[src/include/udp_defs.svh]
`ifndef UDP_DEFS_SVH
`define UDP_DEFS_SVH

// Our own station
`define LOCAL_MAC        48'h11_11_11_11_11_11
// 192.168.1.110
`define LOCAL_IP         32'hC0_A8_01_6E
`define LOCAL_PORT       16'h8080

// Peer station
// 192.168.1.105
`define DEST_IP          32'hC0_A8_01_69
`define DEST_PORT        16'h8080

// Settle time before each ARP request and the reply timeout.
// Hardware uses 200 ms at 125 MHz, i.e. 25_000_000
`define ARP_WAIT_CYCLES  200

// EtherType values
`define ETH_TYPE_IPV4    16'h0800
`define ETH_TYPE_ARP     16'h0806

// ARP opcodes
`define ARP_OP_REQUEST   16'h0001
`define ARP_OP_REPLY     16'h0002

// Frame sizes in bytes, without preamble and FCS
`define ARP_FRAME_LEN    42
`define UDP_HDR_LEN      42

// IPv4 header alone, and UDP header alone
`define IP_HDR_LEN       20
`define UDP_BASE_LEN     8

// IPv4 fields
`define IP_TTL           8'd64
`define IP_PROTO_UDP     8'd17

`endif

[src/rtl/udp_pkg.sv]
package udp_pkg;

    typedef logic [47:0] mac_addr_t;
    typedef logic [31:0] ip_addr_t;
    typedef logic [15:0] port_t;
    typedef logic [7:0]  byte_t;
    typedef logic [15:0] len_t;
    typedef logic [15:0] csum_t;

    // Link controller states
    typedef enum logic [2:0] {
        LINK_SETTLE,
        LINK_ARP_REQ,
        LINK_ARP_WAIT,
        LINK_IDLE,
        LINK_GEN_REQ,
        LINK_IDX_HI,
        LINK_IDX_LO,
        LINK_DATA
    } link_state_t;

    // Frame builder phases
    typedef enum logic [1:0] {
        TX_IDLE,
        TX_ARP,
        TX_HDR,
        TX_PAYLOAD
    } tx_phase_t;

endpackage : udp_pkg

[src/rtl/arp_rx_decode.sv]
`include "udp_defs.svh"

module arp_rx_decode (
    input  logic               rgmii_clk,
    input  logic               arp_rstn,
    input  logic               mac_rx_valid,
    input  udp_pkg::byte_t     mac_rx_data,
    output logic               arp_found,
    output udp_pkg::mac_addr_t peer_mac
);

    localparam udp_pkg::mac_addr_t OWN_MAC  = `LOCAL_MAC;
    localparam udp_pkg::ip_addr_t  OWN_IP   = `LOCAL_IP;
    localparam udp_pkg::ip_addr_t  PEER_IP  = `DEST_IP;
    localparam logic [15:0]        TYPE_ARP = `ETH_TYPE_ARP;
    localparam logic [15:0]        OP_REPLY = `ARP_OP_REPLY;
    localparam udp_pkg::len_t      MIN_LEN  = `ARP_FRAME_LEN;

    udp_pkg::len_t      rx_cnt;
    logic               rx_valid_d;
    logic               dst_local;
    logic               dst_bcast;
    logic               fields_ok;
    logic               byte_ok;
    logic               local_hit;
    logic               frame_end;
    logic               accept;
    udp_pkg::mac_addr_t sender_mac;

    function automatic udp_pkg::byte_t ip_byte(udp_pkg::ip_addr_t ip, logic [1:0] pos);
        return ip[8 * (3 - pos) +: 8];
    endfunction

    assign local_hit = (rx_cnt < 16'd6) &&
                       (mac_rx_data == OWN_MAC[8 * (5 - rx_cnt[2:0]) +: 8]);
    assign frame_end = rx_valid_d && !mac_rx_valid;
    assign accept    = frame_end && (dst_local || dst_bcast) && fields_ok &&
                       (rx_cnt >= MIN_LEN);

    // EtherType, opcode and both protocol addresses
    always_comb begin
        case (rx_cnt)
            16'd12:  byte_ok = (mac_rx_data == TYPE_ARP[15:8]);
            16'd13:  byte_ok = (mac_rx_data == TYPE_ARP[7:0]);
            16'd20:  byte_ok = (mac_rx_data == OP_REPLY[15:8]);
            16'd21:  byte_ok = (mac_rx_data == OP_REPLY[7:0]);
            16'd28, 16'd29, 16'd30, 16'd31:
                byte_ok = (mac_rx_data == ip_byte(PEER_IP, 2'(rx_cnt - 16'd28)));
            16'd38, 16'd39, 16'd40, 16'd41:
                byte_ok = (mac_rx_data == ip_byte(OWN_IP, 2'(rx_cnt - 16'd38)));
            default: byte_ok = 1'b1;
        endcase
    end

    always_ff @(posedge rgmii_clk or negedge arp_rstn) begin
        if (!arp_rstn) begin
            rx_cnt     <= '0;
            rx_valid_d <= 1'b0;
            dst_local  <= 1'b0;
            dst_bcast  <= 1'b0;
            fields_ok  <= 1'b0;
            arp_found  <= 1'b0;
        end else begin
            rx_valid_d <= mac_rx_valid;
            arp_found  <= accept;
            if (mac_rx_valid) begin
                if (rx_cnt != 16'hFFFF) begin
                    rx_cnt <= rx_cnt + 16'd1;
                end
                if (rx_cnt == 16'd0) begin
                    dst_local <= local_hit;
                    dst_bcast <= (mac_rx_data == 8'hFF);
                    fields_ok <= 1'b1;
                end else begin
                    if (rx_cnt < 16'd6) begin
                        dst_local <= dst_local && local_hit;
                        dst_bcast <= dst_bcast && (mac_rx_data == 8'hFF);
                    end
                    fields_ok <= fields_ok && byte_ok;
                end
            end else begin
                rx_cnt <= '0;
            end
        end
    end

    // Sender hardware address sits at bytes 22..27
    always_ff @(posedge rgmii_clk) begin
        if (mac_rx_valid && (rx_cnt >= 16'd22) && (rx_cnt <= 16'd27)) begin
            sender_mac <= {sender_mac[39:0], mac_rx_data};
        end
        if (accept) begin
            peer_mac <= sender_mac;
        end
    end

endmodule : arp_rx_decode

[src/rtl/udp_frame_tx.sv]
`include "udp_defs.svh"

module udp_frame_tx (
    input  logic               rgmii_clk,
    input  logic               arp_rstn,
    input  logic               arp_req,
    input  logic               udp_req,
    input  logic               app_valid,
    input  udp_pkg::byte_t     app_data,
    input  udp_pkg::len_t      app_len,
    input  udp_pkg::mac_addr_t peer_mac,
    output logic               udp_ack,
    output logic               frame_done,
    output logic               mac_tx_valid,
    output udp_pkg::byte_t     mac_tx_data
);

    localparam udp_pkg::mac_addr_t OWN_MAC      = `LOCAL_MAC;
    localparam udp_pkg::ip_addr_t  OWN_IP       = `LOCAL_IP;
    localparam udp_pkg::ip_addr_t  PEER_IP      = `DEST_IP;
    localparam udp_pkg::port_t     SRC_PORT     = `LOCAL_PORT;
    localparam udp_pkg::port_t     DST_PORT     = `DEST_PORT;
    localparam logic [15:0]        TYPE_IPV4    = `ETH_TYPE_IPV4;
    localparam logic [15:0]        TYPE_ARP     = `ETH_TYPE_ARP;
    localparam logic [15:0]        OP_REQUEST   = `ARP_OP_REQUEST;
    localparam logic [15:0]        IP_VER_TOS   = 16'h4500;
    localparam logic [15:0]        IP_TTL_PROTO = {`IP_TTL, `IP_PROTO_UDP};
    localparam udp_pkg::len_t      ARP_LAST     = `ARP_FRAME_LEN - 1;
    localparam udp_pkg::len_t      HDR_LAST     = `UDP_HDR_LEN - 1;

    udp_pkg::tx_phase_t           phase;
    udp_pkg::len_t                byte_cnt;
    udp_pkg::len_t                pay_len;
    udp_pkg::csum_t               ip_csum_q;
    udp_pkg::len_t                ip_len;
    udp_pkg::len_t                udp_len;
    logic [8*`ARP_FRAME_LEN-1:0]  arp_frame;
    logic [8*`UDP_HDR_LEN-1:0]    udp_hdr;
    logic [5:0]                   hdr_pos;
    logic                         send_arp;
    udp_pkg::byte_t               hdr_byte;
    udp_pkg::byte_t               next_byte;

    // Ones' complement sum over the IPv4 header with the checksum field at zero
    function automatic udp_pkg::csum_t ip_csum(udp_pkg::len_t total_len);
        logic [31:0] sum;
        sum = 32'(IP_VER_TOS) + 32'(total_len) + 32'(IP_TTL_PROTO) +
              32'(OWN_IP[31:16]) + 32'(OWN_IP[15:0]) +
              32'(PEER_IP[31:16]) + 32'(PEER_IP[15:0]);
        sum = 32'(sum[15:0]) + 32'(sum[31:16]);
        sum = 32'(sum[15:0]) + 32'(sum[31:16]);
        return ~sum[15:0];
    endfunction

    assign ip_len  = pay_len + 16'(`IP_HDR_LEN + `UDP_BASE_LEN);
    assign udp_len = pay_len + 16'(`UDP_BASE_LEN);

    // Broadcast request, Ethernet/IPv4 hardware and protocol types
    assign arp_frame = {48'hFFFF_FFFF_FFFF, OWN_MAC, TYPE_ARP, 16'h0001, TYPE_IPV4,
                        8'd6, 8'd4, OP_REQUEST, OWN_MAC, OWN_IP, 48'h0, PEER_IP};

    assign udp_hdr = {peer_mac, OWN_MAC, TYPE_IPV4,
                      IP_VER_TOS, ip_len, 16'h0000, 16'h0000, IP_TTL_PROTO, ip_csum_q,
                      OWN_IP, PEER_IP,
                      SRC_PORT, DST_PORT, udp_len, 16'h0000};

    assign hdr_pos   = (byte_cnt <= HDR_LAST) ? 6'(byte_cnt) : 6'd0;
    assign send_arp  = (phase == udp_pkg::TX_ARP) || ((phase == udp_pkg::TX_IDLE) && arp_req);
    assign hdr_byte  = send_arp ? arp_frame[8 * (int'(ARP_LAST) - int'(hdr_pos)) +: 8]
                                : udp_hdr[8 * (int'(HDR_LAST) - int'(hdr_pos)) +: 8];
    assign next_byte = (phase == udp_pkg::TX_PAYLOAD) ? app_data : hdr_byte;

    // Last header byte is being loaded
    assign udp_ack = (phase == udp_pkg::TX_HDR) && (byte_cnt == HDR_LAST);

    always_ff @(posedge rgmii_clk or negedge arp_rstn) begin
        if (!arp_rstn) begin
            phase        <= udp_pkg::TX_IDLE;
            byte_cnt     <= '0;
            mac_tx_valid <= 1'b0;
            frame_done   <= 1'b0;
        end else begin
            frame_done <= mac_tx_valid && (phase == udp_pkg::TX_IDLE);
            case (phase)
                udp_pkg::TX_IDLE: begin
                    mac_tx_valid <= arp_req || udp_req;
                    if (arp_req) begin
                        phase    <= udp_pkg::TX_ARP;
                        byte_cnt <= 16'd1;
                    end else if (udp_req) begin
                        phase    <= udp_pkg::TX_HDR;
                        byte_cnt <= 16'd1;
                    end
                end
                udp_pkg::TX_ARP: begin
                    mac_tx_valid <= 1'b1;
                    if (byte_cnt == ARP_LAST) begin
                        phase    <= udp_pkg::TX_IDLE;
                        byte_cnt <= '0;
                    end else begin
                        byte_cnt <= byte_cnt + 16'd1;
                    end
                end
                udp_pkg::TX_HDR: begin
                    mac_tx_valid <= 1'b1;
                    if (byte_cnt == HDR_LAST) begin
                        phase    <= udp_pkg::TX_PAYLOAD;
                        byte_cnt <= '0;
                    end else begin
                        byte_cnt <= byte_cnt + 16'd1;
                    end
                end
                default: begin
                    // Payload follows the source, gaps included
                    mac_tx_valid <= app_valid;
                    if (app_valid) begin
                        if (byte_cnt == pay_len - 16'd1) begin
                            phase    <= udp_pkg::TX_IDLE;
                            byte_cnt <= '0;
                        end else begin
                            byte_cnt <= byte_cnt + 16'd1;
                        end
                    end
                end
            endcase
        end
    end

    always_ff @(posedge rgmii_clk) begin
        mac_tx_data <= next_byte;
        if (phase == udp_pkg::TX_IDLE) begin
            pay_len   <= app_len;
            ip_csum_q <= ip_csum(app_len + 16'(`IP_HDR_LEN + `UDP_BASE_LEN));
        end
    end

endmodule : udp_frame_tx

[src/rtl/udp_link_ctrl.sv]
`include "udp_defs.svh"

module udp_link_ctrl (
    input  logic           rgmii_clk,
    input  logic           arp_rstn,
    input  logic           trig,
    input  udp_pkg::len_t  index,
    input  logic           tx_valid,
    input  udp_pkg::byte_t tx_data,
    input  udp_pkg::len_t  tx_data_len,
    input  logic           arp_found,
    input  logic           udp_ack,
    output logic           tx_read_en,
    output logic           connected,
    output logic           arp_req,
    output logic           udp_req,
    output logic           app_valid,
    output udp_pkg::byte_t app_data,
    output udp_pkg::len_t  app_len
);

    // Wide enough for the hardware wait and for a byte count
    localparam int WAIT_W = ($clog2(`ARP_WAIT_CYCLES) > 16) ? $clog2(`ARP_WAIT_CYCLES) : 16;
    localparam logic [WAIT_W-1:0] WAIT_LAST = WAIT_W'(`ARP_WAIT_CYCLES - 1);

    udp_pkg::link_state_t state;
    logic [WAIT_W-1:0]    wait_cnt;
    udp_pkg::len_t        data_len;
    logic                 wait_done;
    logic                 take_byte;
    logic                 last_byte;

    assign wait_done = (wait_cnt == WAIT_LAST);
    assign take_byte = tx_read_en && tx_valid;
    assign last_byte = (wait_cnt == WAIT_W'(data_len - 16'd1));

    assign arp_req   = (state == udp_pkg::LINK_ARP_REQ);
    assign udp_req   = (state == udp_pkg::LINK_GEN_REQ);
    assign connected = !(state inside {udp_pkg::LINK_SETTLE, udp_pkg::LINK_ARP_REQ,
                                       udp_pkg::LINK_ARP_WAIT});

    // Index goes out first, high byte leading
    assign app_len = data_len + 16'd2;

    always_comb begin
        case (state)
            udp_pkg::LINK_IDX_HI: begin
                app_valid = 1'b1;
                app_data  = index[15:8];
            end
            udp_pkg::LINK_IDX_LO: begin
                app_valid = 1'b1;
                app_data  = index[7:0];
            end
            udp_pkg::LINK_DATA: begin
                app_valid = take_byte;
                app_data  = tx_data;
            end
            default: begin
                app_valid = 1'b0;
                app_data  = tx_data;
            end
        endcase
    end

    always_ff @(posedge rgmii_clk or negedge arp_rstn) begin
        if (!arp_rstn) begin
            state      <= udp_pkg::LINK_SETTLE;
            wait_cnt   <= '0;
            data_len   <= '0;
            tx_read_en <= 1'b0;
        end else begin
            case (state)
                udp_pkg::LINK_SETTLE: begin
                    if (wait_done) begin
                        wait_cnt <= '0;
                        state    <= udp_pkg::LINK_ARP_REQ;
                    end else begin
                        wait_cnt <= wait_cnt + 1'b1;
                    end
                end
                udp_pkg::LINK_ARP_REQ: begin
                    state <= udp_pkg::LINK_ARP_WAIT;
                end
                udp_pkg::LINK_ARP_WAIT: begin
                    if (arp_found) begin
                        wait_cnt <= '0;
                        state    <= udp_pkg::LINK_IDLE;
                    end else if (wait_done) begin
                        // No reply, start over with a fresh settle time
                        wait_cnt <= '0;
                        state    <= udp_pkg::LINK_SETTLE;
                    end else begin
                        wait_cnt <= wait_cnt + 1'b1;
                    end
                end
                udp_pkg::LINK_IDLE: begin
                    if (trig) begin
                        data_len <= tx_data_len;
                        state    <= udp_pkg::LINK_GEN_REQ;
                    end
                end
                udp_pkg::LINK_GEN_REQ: begin
                    if (udp_ack) begin
                        state <= udp_pkg::LINK_IDX_HI;
                    end
                end
                udp_pkg::LINK_IDX_HI: begin
                    state <= udp_pkg::LINK_IDX_LO;
                end
                udp_pkg::LINK_IDX_LO: begin
                    if (data_len != 16'd0) begin
                        tx_read_en <= 1'b1;
                        wait_cnt   <= '0;
                        state      <= udp_pkg::LINK_DATA;
                    end else begin
                        state <= udp_pkg::LINK_IDLE;
                    end
                end
                udp_pkg::LINK_DATA: begin
                    if (take_byte) begin
                        if (last_byte) begin
                            tx_read_en <= 1'b0;
                            wait_cnt   <= '0;
                            state      <= udp_pkg::LINK_IDLE;
                        end else begin
                            wait_cnt <= wait_cnt + 1'b1;
                        end
                    end
                end
                default: begin
                    state <= udp_pkg::LINK_SETTLE;
                end
            endcase
        end
    end

endmodule : udp_link_ctrl

[src/rtl/udp_sender.sv]
module udp_sender (
    input  logic           rgmii_clk,
    input  logic           arp_rstn,
    input  logic           trig,
    input  udp_pkg::len_t  index,
    output logic           tx_read_en,
    input  logic           tx_valid,
    input  udp_pkg::byte_t tx_data,
    input  udp_pkg::len_t  tx_data_len,
    output logic           connected,
    input  logic           mac_rx_valid,
    input  udp_pkg::byte_t mac_rx_data,
    output logic           mac_tx_valid,
    output udp_pkg::byte_t mac_tx_data
);

    logic               arp_found;
    udp_pkg::mac_addr_t peer_mac;
    logic               arp_req;
    logic               udp_req;
    logic               udp_ack;
    logic               app_valid;
    udp_pkg::byte_t     app_data;
    udp_pkg::len_t      app_len;
    logic               frame_done;

    arp_rx_decode u_arp_rx_decode (
        .rgmii_clk   (rgmii_clk),
        .arp_rstn    (arp_rstn),
        .mac_rx_valid(mac_rx_valid),
        .mac_rx_data (mac_rx_data),
        .arp_found   (arp_found),
        .peer_mac    (peer_mac)
    );

    udp_link_ctrl u_udp_link_ctrl (
        .rgmii_clk  (rgmii_clk),
        .arp_rstn   (arp_rstn),
        .trig       (trig),
        .index      (index),
        .tx_valid   (tx_valid),
        .tx_data    (tx_data),
        .tx_data_len(tx_data_len),
        .arp_found  (arp_found),
        .udp_ack    (udp_ack),
        .tx_read_en (tx_read_en),
        .connected  (connected),
        .arp_req    (arp_req),
        .udp_req    (udp_req),
        .app_valid  (app_valid),
        .app_data   (app_data),
        .app_len    (app_len)
    );

    udp_frame_tx u_udp_frame_tx (
        .rgmii_clk   (rgmii_clk),
        .arp_rstn    (arp_rstn),
        .arp_req     (arp_req),
        .udp_req     (udp_req),
        .app_valid   (app_valid),
        .app_data    (app_data),
        .app_len     (app_len),
        .peer_mac    (peer_mac),
        .udp_ack     (udp_ack),
        .frame_done  (frame_done),
        .mac_tx_valid(mac_tx_valid),
        .mac_tx_data (mac_tx_data)
    );

endmodule : udp_sender

[config.mk]
export PLATFORM = sky130hd
export DESIGN_NAME = udp_sender
export DESIGN_NICKNAME = d
export VERILOG_FILES = /design/src/rtl/udp_pkg.sv /design/src/rtl/arp_rx_decode.sv /design/src/rtl/udp_frame_tx.sv /design/src/rtl/udp_link_ctrl.sv /design/src/rtl/udp_sender.sv
export VERILOG_INCLUDE_DIRS = /design/src /design/src/include
export SDC_FILE = /design/constraint.sdc
export NUM_CORES = 1
export LEC_CHECK = 0
export ABC_AREA = 1
export BUFFER_PORTS_ARGS = -buffer_cell sky130_fd_sc_hd__buf_2
export CORE_MARGIN = 10
export CORE_UTILIZATION = 40
export DETAILED_ROUTE_END_ITERATION = 10
export PLACE_DENSITY_LB_ADDON = 0.1
export SLEW_MARGIN = 20
export SYNTH_ARGS = -nofsm -noshare
export SYNTH_HDL_FRONTEND = slang
export SYNTH_SLANG_ARGS = --single-unit
[constraint.sdc]
create_clock -name rgmii_clk -period 5.57 [get_ports rgmii_clk]
set_input_delay 0.2785 -clock rgmii_clk [delete_from_list [all_inputs] [get_ports rgmii_clk]]
set_output_delay 0.2785 -clock rgmii_clk [all_outputs]
set_load 0.01 [all_outputs]
==> impl_metrics.json, run 1 <==
{
  "cp_slowest_stage_delay_ps": 380,
  "htreeDepth": 1,
  "cts_buffers": 26,
  "synth-seq-cells": 212,
  "pwr-share-seq_pct": 48.1,
  "clock-root-buffer": "clkbuf_16",
  "cpMostUsedCell": "nand2_2",
  "clock_power_share_pct": 47.8,
  "final_cell_area_sq_mm": 0.0176,
  "setup_viol": 13,
  "worst_pin_slew_ps": 953,
  "die_h_um": 207,
  "fin_ws_ps": -548,
  "synthArstFlopShare_pct": 35.8,
  "coreArea_sq_mm": 0.0345,
  "synth_fp_nets": 1872,
  "netlist_area_sq_mm": 0.0139,
  "dp.cells": 2380,
  "synthToLayoutAreaGrowth_pct": 26.4,
  "synthCells": 1786,
  "drc": 0,
  "avgSynthCellArea_sq_um": 7.81,
  "io_pins": 64,
  "synth_area_leader_cell": "edfxtp_1",
  "cts_tree": "built",
  "synth_warnings": 0,
  "slew_headroom_pct": 36.2,
  "clock_skew_ps": 28.3,
  "antenna_found_initial": 0,
  "grt_max_degree": 56,
  "dpl_cell_area_sq_mm": 0.0156,
  "post-route-period-util_pct": 110,
  "instances_no_fill": 2541,
  "fmax_mhz": 163,
  "dr.pass1.iters": 5,
  "p_total_w": 0.00354,
  "drive_gt1_share_pct": 23.0,
  "globalRouteOverflowTotal": 0,
  "ir_worst_vdd_v": 0.000281,
  "rows": 68,
  "fp.dieArea_sq_mm": 0.0427,
  "grt_usage_pct": 18.0,
  "die_x_um": 207,
  "synth_edf_count": 128,
  "diodes": 0,
  "comb_power_share_pct": 4.0,
  "vias": 12800,
  "wl_per_cell_um": 15.3,
  "finalHoldViolations": 0,
  "fillers": 3315,
  "drtIter0Drc": 890,
  "crit_path_max_fanout": 4,
  "synth_top_area_share_pct": 27.6,
  "cts_buffer_depth": 3,
  "failed_checks": "negative setup slack",
  "routed_wl_um": 38900,
  "cts.clk_slew.worst_paths_ps": 60,
  "p_sw_w": 0.000781,
  "ant_nets": 0,
  "drv_slew": 0,
  "p_int_w": 0.00276,
  "cap_viol_max_count": 0,
  "p_sw_share_pct": 22.1,
  "nets": 2153,
  "routed_via_density": 5.05,
  "grt_first_pass_wirelength_um": 63900,
  "cts.sinks": 212,
  "rsz0062_at_grt": "yes",
  "insertion_delay_ps": 540,
  "synthTopCellsByArea": "edfxtp_1 (28%), dfrtp_1 (14%), nand2_1 (12%)",
  "dp_hpwl_um": 27900,
  "start_util_pct": 40.5,
  "required_ps": 5830,
  "endpoint_kind": "flip-flop",
  "synth-seq-area-share_pct": 42.3,
  "p_leak_nw": 7.70,
  "io_buffers": 63,
  "yosys.cell_types.count": 62,
  "hold_path_class": "input pin to flip-flop",
  "startpoint_type": "flip-flop",
  "power_per_cell_area_mw_per_mm2": 201,
  "grt_pass1_vias": 12500,
  "gp_congestion": 0.917,
  "slowest_stage": "dfrtp_1",
  "outcome": "finished, violations left",
  "period_needed_ps": 6120,
  "synth-main-ff-cell": "edfxtp_1",
  "path_class": "flip-flop to flip-flop",
  "arrival_ps": 6380
}
## placed cells by master (no fill, tap or decap), types with 17 or more instances in the layout
cell type	instances
nor3_1	28
nand2_1	417
nor2_1	192
clkbuf_16	27
inv_1	170
buf_4	202
o21ai_0	105
nand3_1	136
dfrtp_1	75
dlygate4sd3_1	21
nor2_2	20
xor2_1	85
xnor2_1	22
ha_1	26
o22ai_1	17
edfxtp_1	128
buf_2	62
nand4_1	31
nand2_2	50
a21oi_1	55
## sequential cells by signal, indices dropped and copies added (netlist names), 16 cells and up
| signal | count |
|---|---|
| u_udp_link_ctrl.data_len | 16 |
| u_arp_rx_decode.sender_mac | 48 |
| u_udp_link_ctrl.wait_cnt | 16 |
| u_arp_rx_decode.peer_mac | 48 |
| u_udp_frame_tx.ip_csum_q | 16 |
| u_udp_frame_tx.pay_len | 16 |
| u_udp_frame_tx.byte_cnt | 16 |
| u_arp_rx_decode.rx_cnt | 16 |
## synth_stat cells (13+ instances only)
master	count
nand2_2	38
dfrtp_1	76
edfxtp_1	128
o21ai_0	105
clkbuf_1	30
nand2_1	432
nor2_1	205
ha_1	32
nor3_1	29
nor2_2	14
xor2_1	85
a21oi_1	55
inv_1	176
nand3_2	13
inv_2	13
nand3_1	140
o22ai_1	17
nand4_1	31
xnor2_1	25
## final timing paths
| check | to | slack [ps] | cells past startpoint | from |
|---|---|---|---|---|
| max | u_udp_frame_tx.ip_csum_q[6] | -550 | 48 | u_udp_link_ctrl.data_len[1] |
| min | u_udp_link_ctrl.data_len[0] | 20 | 3 | tx_data_len[0] |
| max reg2reg | u_udp_frame_tx.ip_csum_q[6] | -550 | 48 | u_udp_link_ctrl.data_len[1] |
| min reg2reg | u_arp_rx_decode.peer_mac[40] | 400 | 0 | u_arp_rx_decode.sender_mac[40] |
| max in group asynchronous | u_arp_rx_decode.dst_bcast | 4290 | 3 | arp_rstn |
| min in group asynchronous | u_udp_link_ctrl.wait_cnt[4] | 160 | 2 | arp_rstn |
## metal layers
metal / part of all wire [%] / vias up / GRT usage [%]
li1: - / 6515 / -
met1: 48 / 6022 / 25.7
met2: 46 / 256 / 28.7
met3: 4.7 / 45 / 2.18
met4: 1.7 / 0 / 3.96
met5: 0 / - / 0
## power groups by stage
stage | sequential (W) | combinational (W) | clock, W
after detailed placement | 0.00173 | 0.000132 | 0
after floorplan | 0.00172 | 0.0000874 | 0
after global routing | 0.00171 | 0.000164 | 0.00181
after global placement | 0.00173 | 0.000130 | 0
final | 0.00170 | 0.000142 | 0.00169
after CTS | 0.00170 | 0.000144 | 0.00174
## kinds of logic after synthesis
family                     after synthesis  share of synthesized area [%]
and+or+nand+nor                        951                           31.0
xor gates and xnor gates               111                           7.02
buffers and inverters                  240                           6.70
adders and majority gates               33                           3.01
AOI/OAI and AO/OA                      237                           9.78
DFF                                    212                           42.3
muxes                                    2                          0.152
## cell type report
class / instances / area [sq um] / share of cell area, %
Multi-Input combinational cell: 1334 / 7370 / 41.8
Clock inverter: 16 / 164 / 0.930
Inverter: 195 / 746 / 4.23
Timing Repair Buffer: 298 / 2180 / 12.4
Sequential cell: 212 / 5910 / 33.5
Clock buffer: 31 / 691 / 3.92
Tap cell: 455 / 569 / 3.23
## critical path: cells and delay by family, from the launching register on
family                   cells  cell delay (ps)
XOR/XNOR                     1              210
buffers and inverters       11             1070
AO/OA/AOI/OAI                2              430
flip-flops                   1              380
AND/OR/NAND/NOR             28             2400
adder cells (fa/ha/maj)      6             1320
## what timing repair did
action | 4_1_cts | 5_1_grt
hold endpoints to repair | 41 | 0
endpoints found under the setup margin | 9 | 15
hold buffers | 21 | 0
resized for setup | 19 | 43
pin swaps | 21 | 44
setup buffers | 81 | 22
## per-stage QoR
| stage | worst slack (ps) | hold WS, ps | util [%] | setup TNS, ps |
|---|---|---|---|---|
| floorplan | -169 | -17.1 | - | -264 |
| global placement | -296 | 192 | 45.4 | -994 |
| detailed placement | -453 | 194 | 45.4 | -1850 |
| CTS | -241 | 0.248 | 50.5 | -1150 |
| global route | -991 | 32.3 | 51.2 | -9540 |
| finish | -548 | 21.2 | 51.2 | -4170 |
Note: power is estimated with default switching activity, not from simulation.
==> inputs of run 2 (changes only) <==
Settings changed: ABC_AREA 1 to not set, CTS_CLUSTER_DIAMETER set to 150.
==> run 2 against run 1 <==
  * The run still ends with negative setup slack left
  * Clock power increased by 5%
  * Sequential share of layout area increased by 0.92 points
  * Cell count decreased by 15%
  * First-iteration DRC count decreased by 10%
  * Register-to-register slack got worse by 470 ps
  * Synthesized cell count decreased by 17%
  * Global-route usage increased by 0.40 points
  * Flip-flop and latch count unchanged
  * Sequential power increased by 49%
==> impl_metrics.json, run 2 <==
{
  "avgSynthCellArea_sq_um": 9.22,
  "synth-main-ff-cell": "edfxtp_1",
  "power_per_cell_area_mw_per_mm2": 656,
  "synth_fp_nets": 1575,
  "netlist_area_sq_mm": 0.0137,
  "setup_viol": 10,
  "critPathCapture": "u_udp_frame_tx.ip_csum_q[12]",
  "path_class": "flip-flop to flip-flop",
  "ir_worst_vdd_v": 0.000361,
  "p_leak_nw": 6.66,
  "htreeDepth": 1,
  "finalHoldViolations": 0,
  "die_x_um": 205,
  "reg2reg_to": "u_udp_frame_tx.ip_csum_q[12]",
  "clock-root-buffer": "clkbuf_16",
  "cap_viol_max_count": 0,
  "worst-r2r-cell-count": 35,
  "arrival_ps": 6890,
  "outcome": "finished, violations left",
  "hold_start": "mac_rx_data[0]",
  "dp_hpwl_um": 28700,
  "synth-seq-cells": 212,
  "yosys.cell_types.count": 82,
  "fp.dieArea_sq_mm": 0.0421,
  "synthTopCellsByArea": "edfxtp_1 (28%), dfrtp_1 (14%), xnor2_1 (6.4%)",
  "routed_via_density": 5.53,
  "wl_per_cell_um": 18.2,
  "cpMostUsedCell": "nand2_2",
  "gp_congestion": 0.959,
  "synthTopCellsByCount": "nand2_1 (138), edfxtp_1 (128), nor2_1 (106)",
  "p_total_w": 0.0113,
  "cts_tree": "built",
  "routed_wl_um": 39200,
  "cts_buffer_depth": 3,
  "synthCells": 1489,
  "hold_path_class": "input pin to flip-flop",
  "grt_first_pass_wirelength_um": 63300,
  "cp_slowest_stage_delay_ps": 420,
  "synthToLayoutAreaGrowth_pct": 25.0,
  "cts_buffers": 26,
  "clock_skew_ps": 36.6,
  "fin_ws_ps": -1010,
  "coreArea_sq_mm": 0.0337,
  "grt_pass1_vias": 11700,
  "period_needed_ps": 6580,
  "synth_top_area_share_pct": 28.0,
  "mostFrequentLayoutCells": "buf_4 (176), nand2_1 (134), edfxtp_1 (128)",
  "synth_warnings": 0,
  "required_ps": 5870,
  "synth_most_common_cell": "nand2_1",
  "nets": 1775,
  "rrSetupSlack_ps": -1010,
  "seq_area_sq_mm": 0.00591,
  "grt_usage_pct": 18.4,
  "synthArstFlopShare_pct": 35.8,
  "synth_edf_count": 128,
  "vias": 11900,
  "critPathLaunch": "u_udp_link_ctrl.data_len[2]",
  "insertion_delay_ps": 550,
  "ant_nets": 0,
  "r2r_start": "u_udp_link_ctrl.data_len[2]",
  "min_path_cells": 1,
  "largestRegisters": "u_arp_rx_decode.peer_mac (48), u_arp_rx_decode.sender_mac (48)",
  "rsz0062_at_grt": "yes",
  "drc": 0,
  "io_pins": 64,
  "failed_checks": "negative setup slack",
  "start_util_pct": 40.8,
  "crit_path_max_fanout": 4,
  "worst_pin_slew_ps": 1070,
  "synth-seq-area-share_pct": 43.0,
  "fillers": 3190,
  "endpoint_kind": "flip-flop",
  "die_h_um": 205,
  "multiInputGateArea_sq_mm": 0.00764,
  "post-route-period-util_pct": 118,
  "antenna_found_initial": 0,
  "slowest_stage": "or3b_4",
  "startpoint_type": "flip-flop",
  "cts.sinks": 212,
  "synth_area_leader_cell": "edfxtp_1",
  "drv_slew": 0,
  "io_buffers": 63,
  "cts.clk_slew.worst_paths_ps": 60,
  "drtIter0Drc": 799,
  "slew_headroom_pct": 28.2,
  "dr.pass1.iters": 5,
  "hold_slack_ps": 24.9,
  "rows": 67,
  "final_common_cell": "buf_4",
  "globalRouteOverflowTotal": 0,
  "diodes": 0,
  "grt_max_degree": 61,
  "drive_gt1_share_pct": 23.2,
  "fmax_mhz": 152
}
-- run 2: report_power, final --
part / internal [W] / switching, W / total [W]
Clock: 0.00111 / 0.000659 / 0.00177
Sequential: 0.00207 / 0.000463 / 0.00253
Combinational: 0.00311 / 0.00385 / 0.00696
-- run 2: timing repair --
action                                  CTS  global route
setup buffers                            19             8
pin swaps                                13            27
cloned                                    0             0
hold endpoints to repair                 37             0
resized for setup                        26            32
hold buffers                             22             0
endpoints found under the setup margin   12            15
-- run 2: through the flow --
stage                     setup TNS (ps)  setup slack, ps  cells  util [%]  area, sq um
final                              -5930            -1010   2157      50.9        17200
after global routing              -11240            -1440   2157      50.9        17200
after CTS                          -5430             -852   2161      50.5        17000
after detailed placement           -7510            -1110   2073      46.4        15600
after global placement             -5440             -896   2073      46.4        15600
after floorplan                    -5030             -936   1489         -        13900
-- run 2: cell type report --
cell class	instances	area share, %
Clock buffer	34	4.26
Clock inverter	14	1.12
Inverter	56	1.24
Multi-Input combinational cell	1127	44.5
Sequential cell	212	34.4
Tap cell	448	3.27
Timing Repair Buffer	266	11.2
-- run 2: worst min path at each step --
stage / end
after detailed placement: u_udp_frame_tx.byte_cnt[6]
after CTS: u_arp_rx_decode.sender_mac[7]
after floorplan: u_arp_rx_decode.arp_found
after global routing: u_arp_rx_decode.sender_mac[7]
final: u_arp_rx_decode.sender_mac[0]
after global placement: u_udp_frame_tx.byte_cnt[10]
-- run 2: cell families (layout without fill, tap and decap cells) --
kind of cell               after synthesis  in the layout  share of synthesized area (%)
buffers and inverters                  150            370                           4.32
and+or+nand+nor                        561            561                           20.6
muxes                                   26             26                           2.04
AOI/OAI and AO/OA                      351            351                           16.7
adders and majority gates               33             33                           3.06
xor gates and xnor gates               156            156                           10.3
DFF                                    212            212                           43.0
-- run 2: routing by layer --
| metal | track usage, % | share of wire, % | vias up |
|---|---|---|---|
| met5 | 0 | 0 | - |
| met4 | 5.07 | 2.3 | 0 |
| met3 | 2.26 | 4.5 | 62 |
| met2 | 30.5 | 47 | 287 |
| met1 | 24.9 | 46 | 5703 |
| li1 | - | - | 5868 |
-- run 2: critical path: cells and delay by family, from the launching register on --
kind,cells,cell delay [ps]
muxes,2,350
DFF,1,400
AOI/OAI and AO/OA,6,1020
buffers and inverters,2,160
xor gates and xnor gates,3,360
and+or+nand+nor,17,2900
adders and majority gates,5,1150
==> inputs of run 3 (changes only) <==
Clock period 5.57 ns to 7.35 ns, I/O delays scaled along.
==> run 3 against run 2 <==
  * Total power fell by 34%
  * The flow now finishes without violations
  * Combinational power fell by 39%
  * Routed wire length fell by 4.5%
  * Critical endpoint is now u_udp_frame_tx.ip_csum_q[11]
==> impl_metrics.json, run 3 (synthesis gave the netlist of run 2 again) <==
{
  "worst_pin_slew_ps": 1080,
  "cts.sinks": 212,
  "slew_headroom_pct": 27.8,
  "cts.clk_slew.worst_paths_ps": 60,
  "setup_viol": 0,
  "wl_per_cell_um": 18.6,
  "vias": 11400,
  "fp.dieArea_sq_mm": 0.0421,
  "rsz0062_at_grt": "no",
  "crit_path_max_fanout": 9,
  "p_int_w": 0.00397,
  "outcome": "finished clean",
  "largestRegisters": "u_arp_rx_decode.peer_mac (48), u_arp_rx_decode.sender_mac (48)",
  "nets": 1631,
  "cts_buffers": 25,
  "coreArea_sq_mm": 0.0337,
  "final_common_cell": "nand2_1",
  "startpoint_type": "flip-flop",
  "dr.pass1.iters": 5,
  "ir_worst_vdd_v": 0.000221,
  "endpoint_kind": "flip-flop",
  "diodes": 0,
  "globalRouteOverflowTotal": 0,
  "cts_buffer_depth": 3,
  "slowest_stage": "or3b_2",
  "die_x_um": 205,
  "drc": 0,
  "dp.cells": 1964,
  "ant_nets": 0,
  "post-route-period-util_pct": 92.7,
  "cap_viol_max_count": 0,
  "cpMostUsedCell": "nand2_1",
  "path_class": "flip-flop to flip-flop",
  "place_ws_ps": -81.1,
  "dp_hpwl_um": 27300,
  "power_per_cell_area_mw_per_mm2": 473,
  "synthToLayoutAreaGrowth_pct": 13.9,
  "period_needed_ps": 6810,
  "p_sw_share_pct": 46.4,
  "mostFrequentLayoutCells": "nand2_1 (138), edfxtp_1 (128), nor2_1 (105)",
  "io_pins": 64,
  "htreeDepth": 1,
  "arrival_ps": 7110,
  "drive_gt1_share_pct": 14.8,
  "fin_ws_ps": 537,
  "drtIter0Drc": 1029,
  "grt_first_pass_wirelength_um": 60600,
  "grt_max_degree": 62,
  "insertion_delay_ps": 560,
  "p_sw_w": 0.00343,
  "routed_via_density": 5.68,
  "required_ps": 7650,
  "io_buffers": 63,
  "clock_skew_ps": 26.8,
  "drv_slew": 0,
  "instances_no_fill": 2011,
  "routed_wl_um": 37500,
  "hold_path_class": "input pin to flip-flop",
  "clock-root-buffer": "clkbuf_16",
  "cts_tree": "built",
  "pwr-share-seq_pct": 26.2,
  "fmax_mhz": 147,
  "start_util_pct": 40.8,
  "finalHoldViolations": 0,
  "rows": 67,
  "grt_usage_pct": 17.6,
  "die_h_um": 205,
  "clock_power_share_pct": 16.8,
  "p_leak_nw": 5.83,
  "antenna_found_initial": 0,
  "comb_power_share_pct": 57.0,
  "grt_pass1_vias": 11100,
  "cp_slowest_stage_delay_ps": 490,
  "hold_slack_ps": 54.9,
  "gp_congestion": 0.879
}
[run 3: power groups by stage]
stage	Clock [W]	Sequential, W	Combinational (W)
after floorplan	0	0.00170	0.00315
after global placement	0	0.00194	0.00413
after detailed placement	0	0.00195	0.00414
after CTS	0.00128	0.00193	0.00416
after global routing	0.00133	0.00198	0.00467
final	0.00124	0.00194	0.00422
[run 3: routing by layer]
metal	vias up	wire (um)	GRT usage [%]
met1	5498	17000	23.9
met5	-	0	0
met2	303	17400	28.2
met4	0	1000	5.04
met3	61	2130	3.19
li1	5563	-	-
[run 3: through the flow]
step	setup TNS [ps]	total power (W)	utilization (%)	area, sq um
final	0	0.00740	46.4	15600
after global routing	0	0.00798	46.4	15600
after CTS	0	0.00737	46.1	15500
after detailed placement	-95.5	0.00609	43.6	14700
after global placement	0	0.00607	43.6	14700
after floorplan	0	0.00485	-	13800
[run 3: area by class of cell]
class	instances	area (sq um)
Clock buffer	34	689
Clock inverter	11	130
Fill cell	3263	18100
Inverter	56	210
Multi-Input combinational cell	1127	7370
Sequential cell	212	5910
Tap cell	448	561
Timing Repair Buffer	123	771
[run 3: worst paths after layout]
path | start | depth (start not counted) | endpoint | slack, ps
worst min register to register | u_arp_rx_decode.sender_mac[42] | 0 | u_arp_rx_decode.peer_mac[42] | 420
worst max-delay path | u_udp_link_ctrl.data_len[5] | 32 | u_udp_frame_tx.ip_csum_q[11] | 540
max in group asynchronous | arp_rstn | 3 | u_udp_link_ctrl.data_len[6] | 5940
worst max register to register | u_udp_link_ctrl.data_len[5] | 32 | u_udp_frame_tx.ip_csum_q[11] | 540
worst min-delay path | tx_data_len[2] | 2 | u_udp_link_ctrl.data_len[2] | 50
min in group asynchronous | arp_rstn | 2 | u_udp_frame_tx.byte_cnt[8] | 210
[run 3: timing repair]
action | CTS | global route
hold endpoints to repair | 15 | 0
hold buffers | 1 | 0
endpoints found under the setup margin | 2 | 5
resized for setup | 2 | 19
pin swaps | 0 | 7
buffers inserted | 0 | 1
[run 3: critical path, delay by kind of cell, from the launching register on]
kind            cells  cell delay [ps]
fa+ha+maj           4              770
buf+inv             1              230
xor+xnor            2              260
mux                 2              330
simple gates       16             3260
compound gates      7             1270
flops               1              470
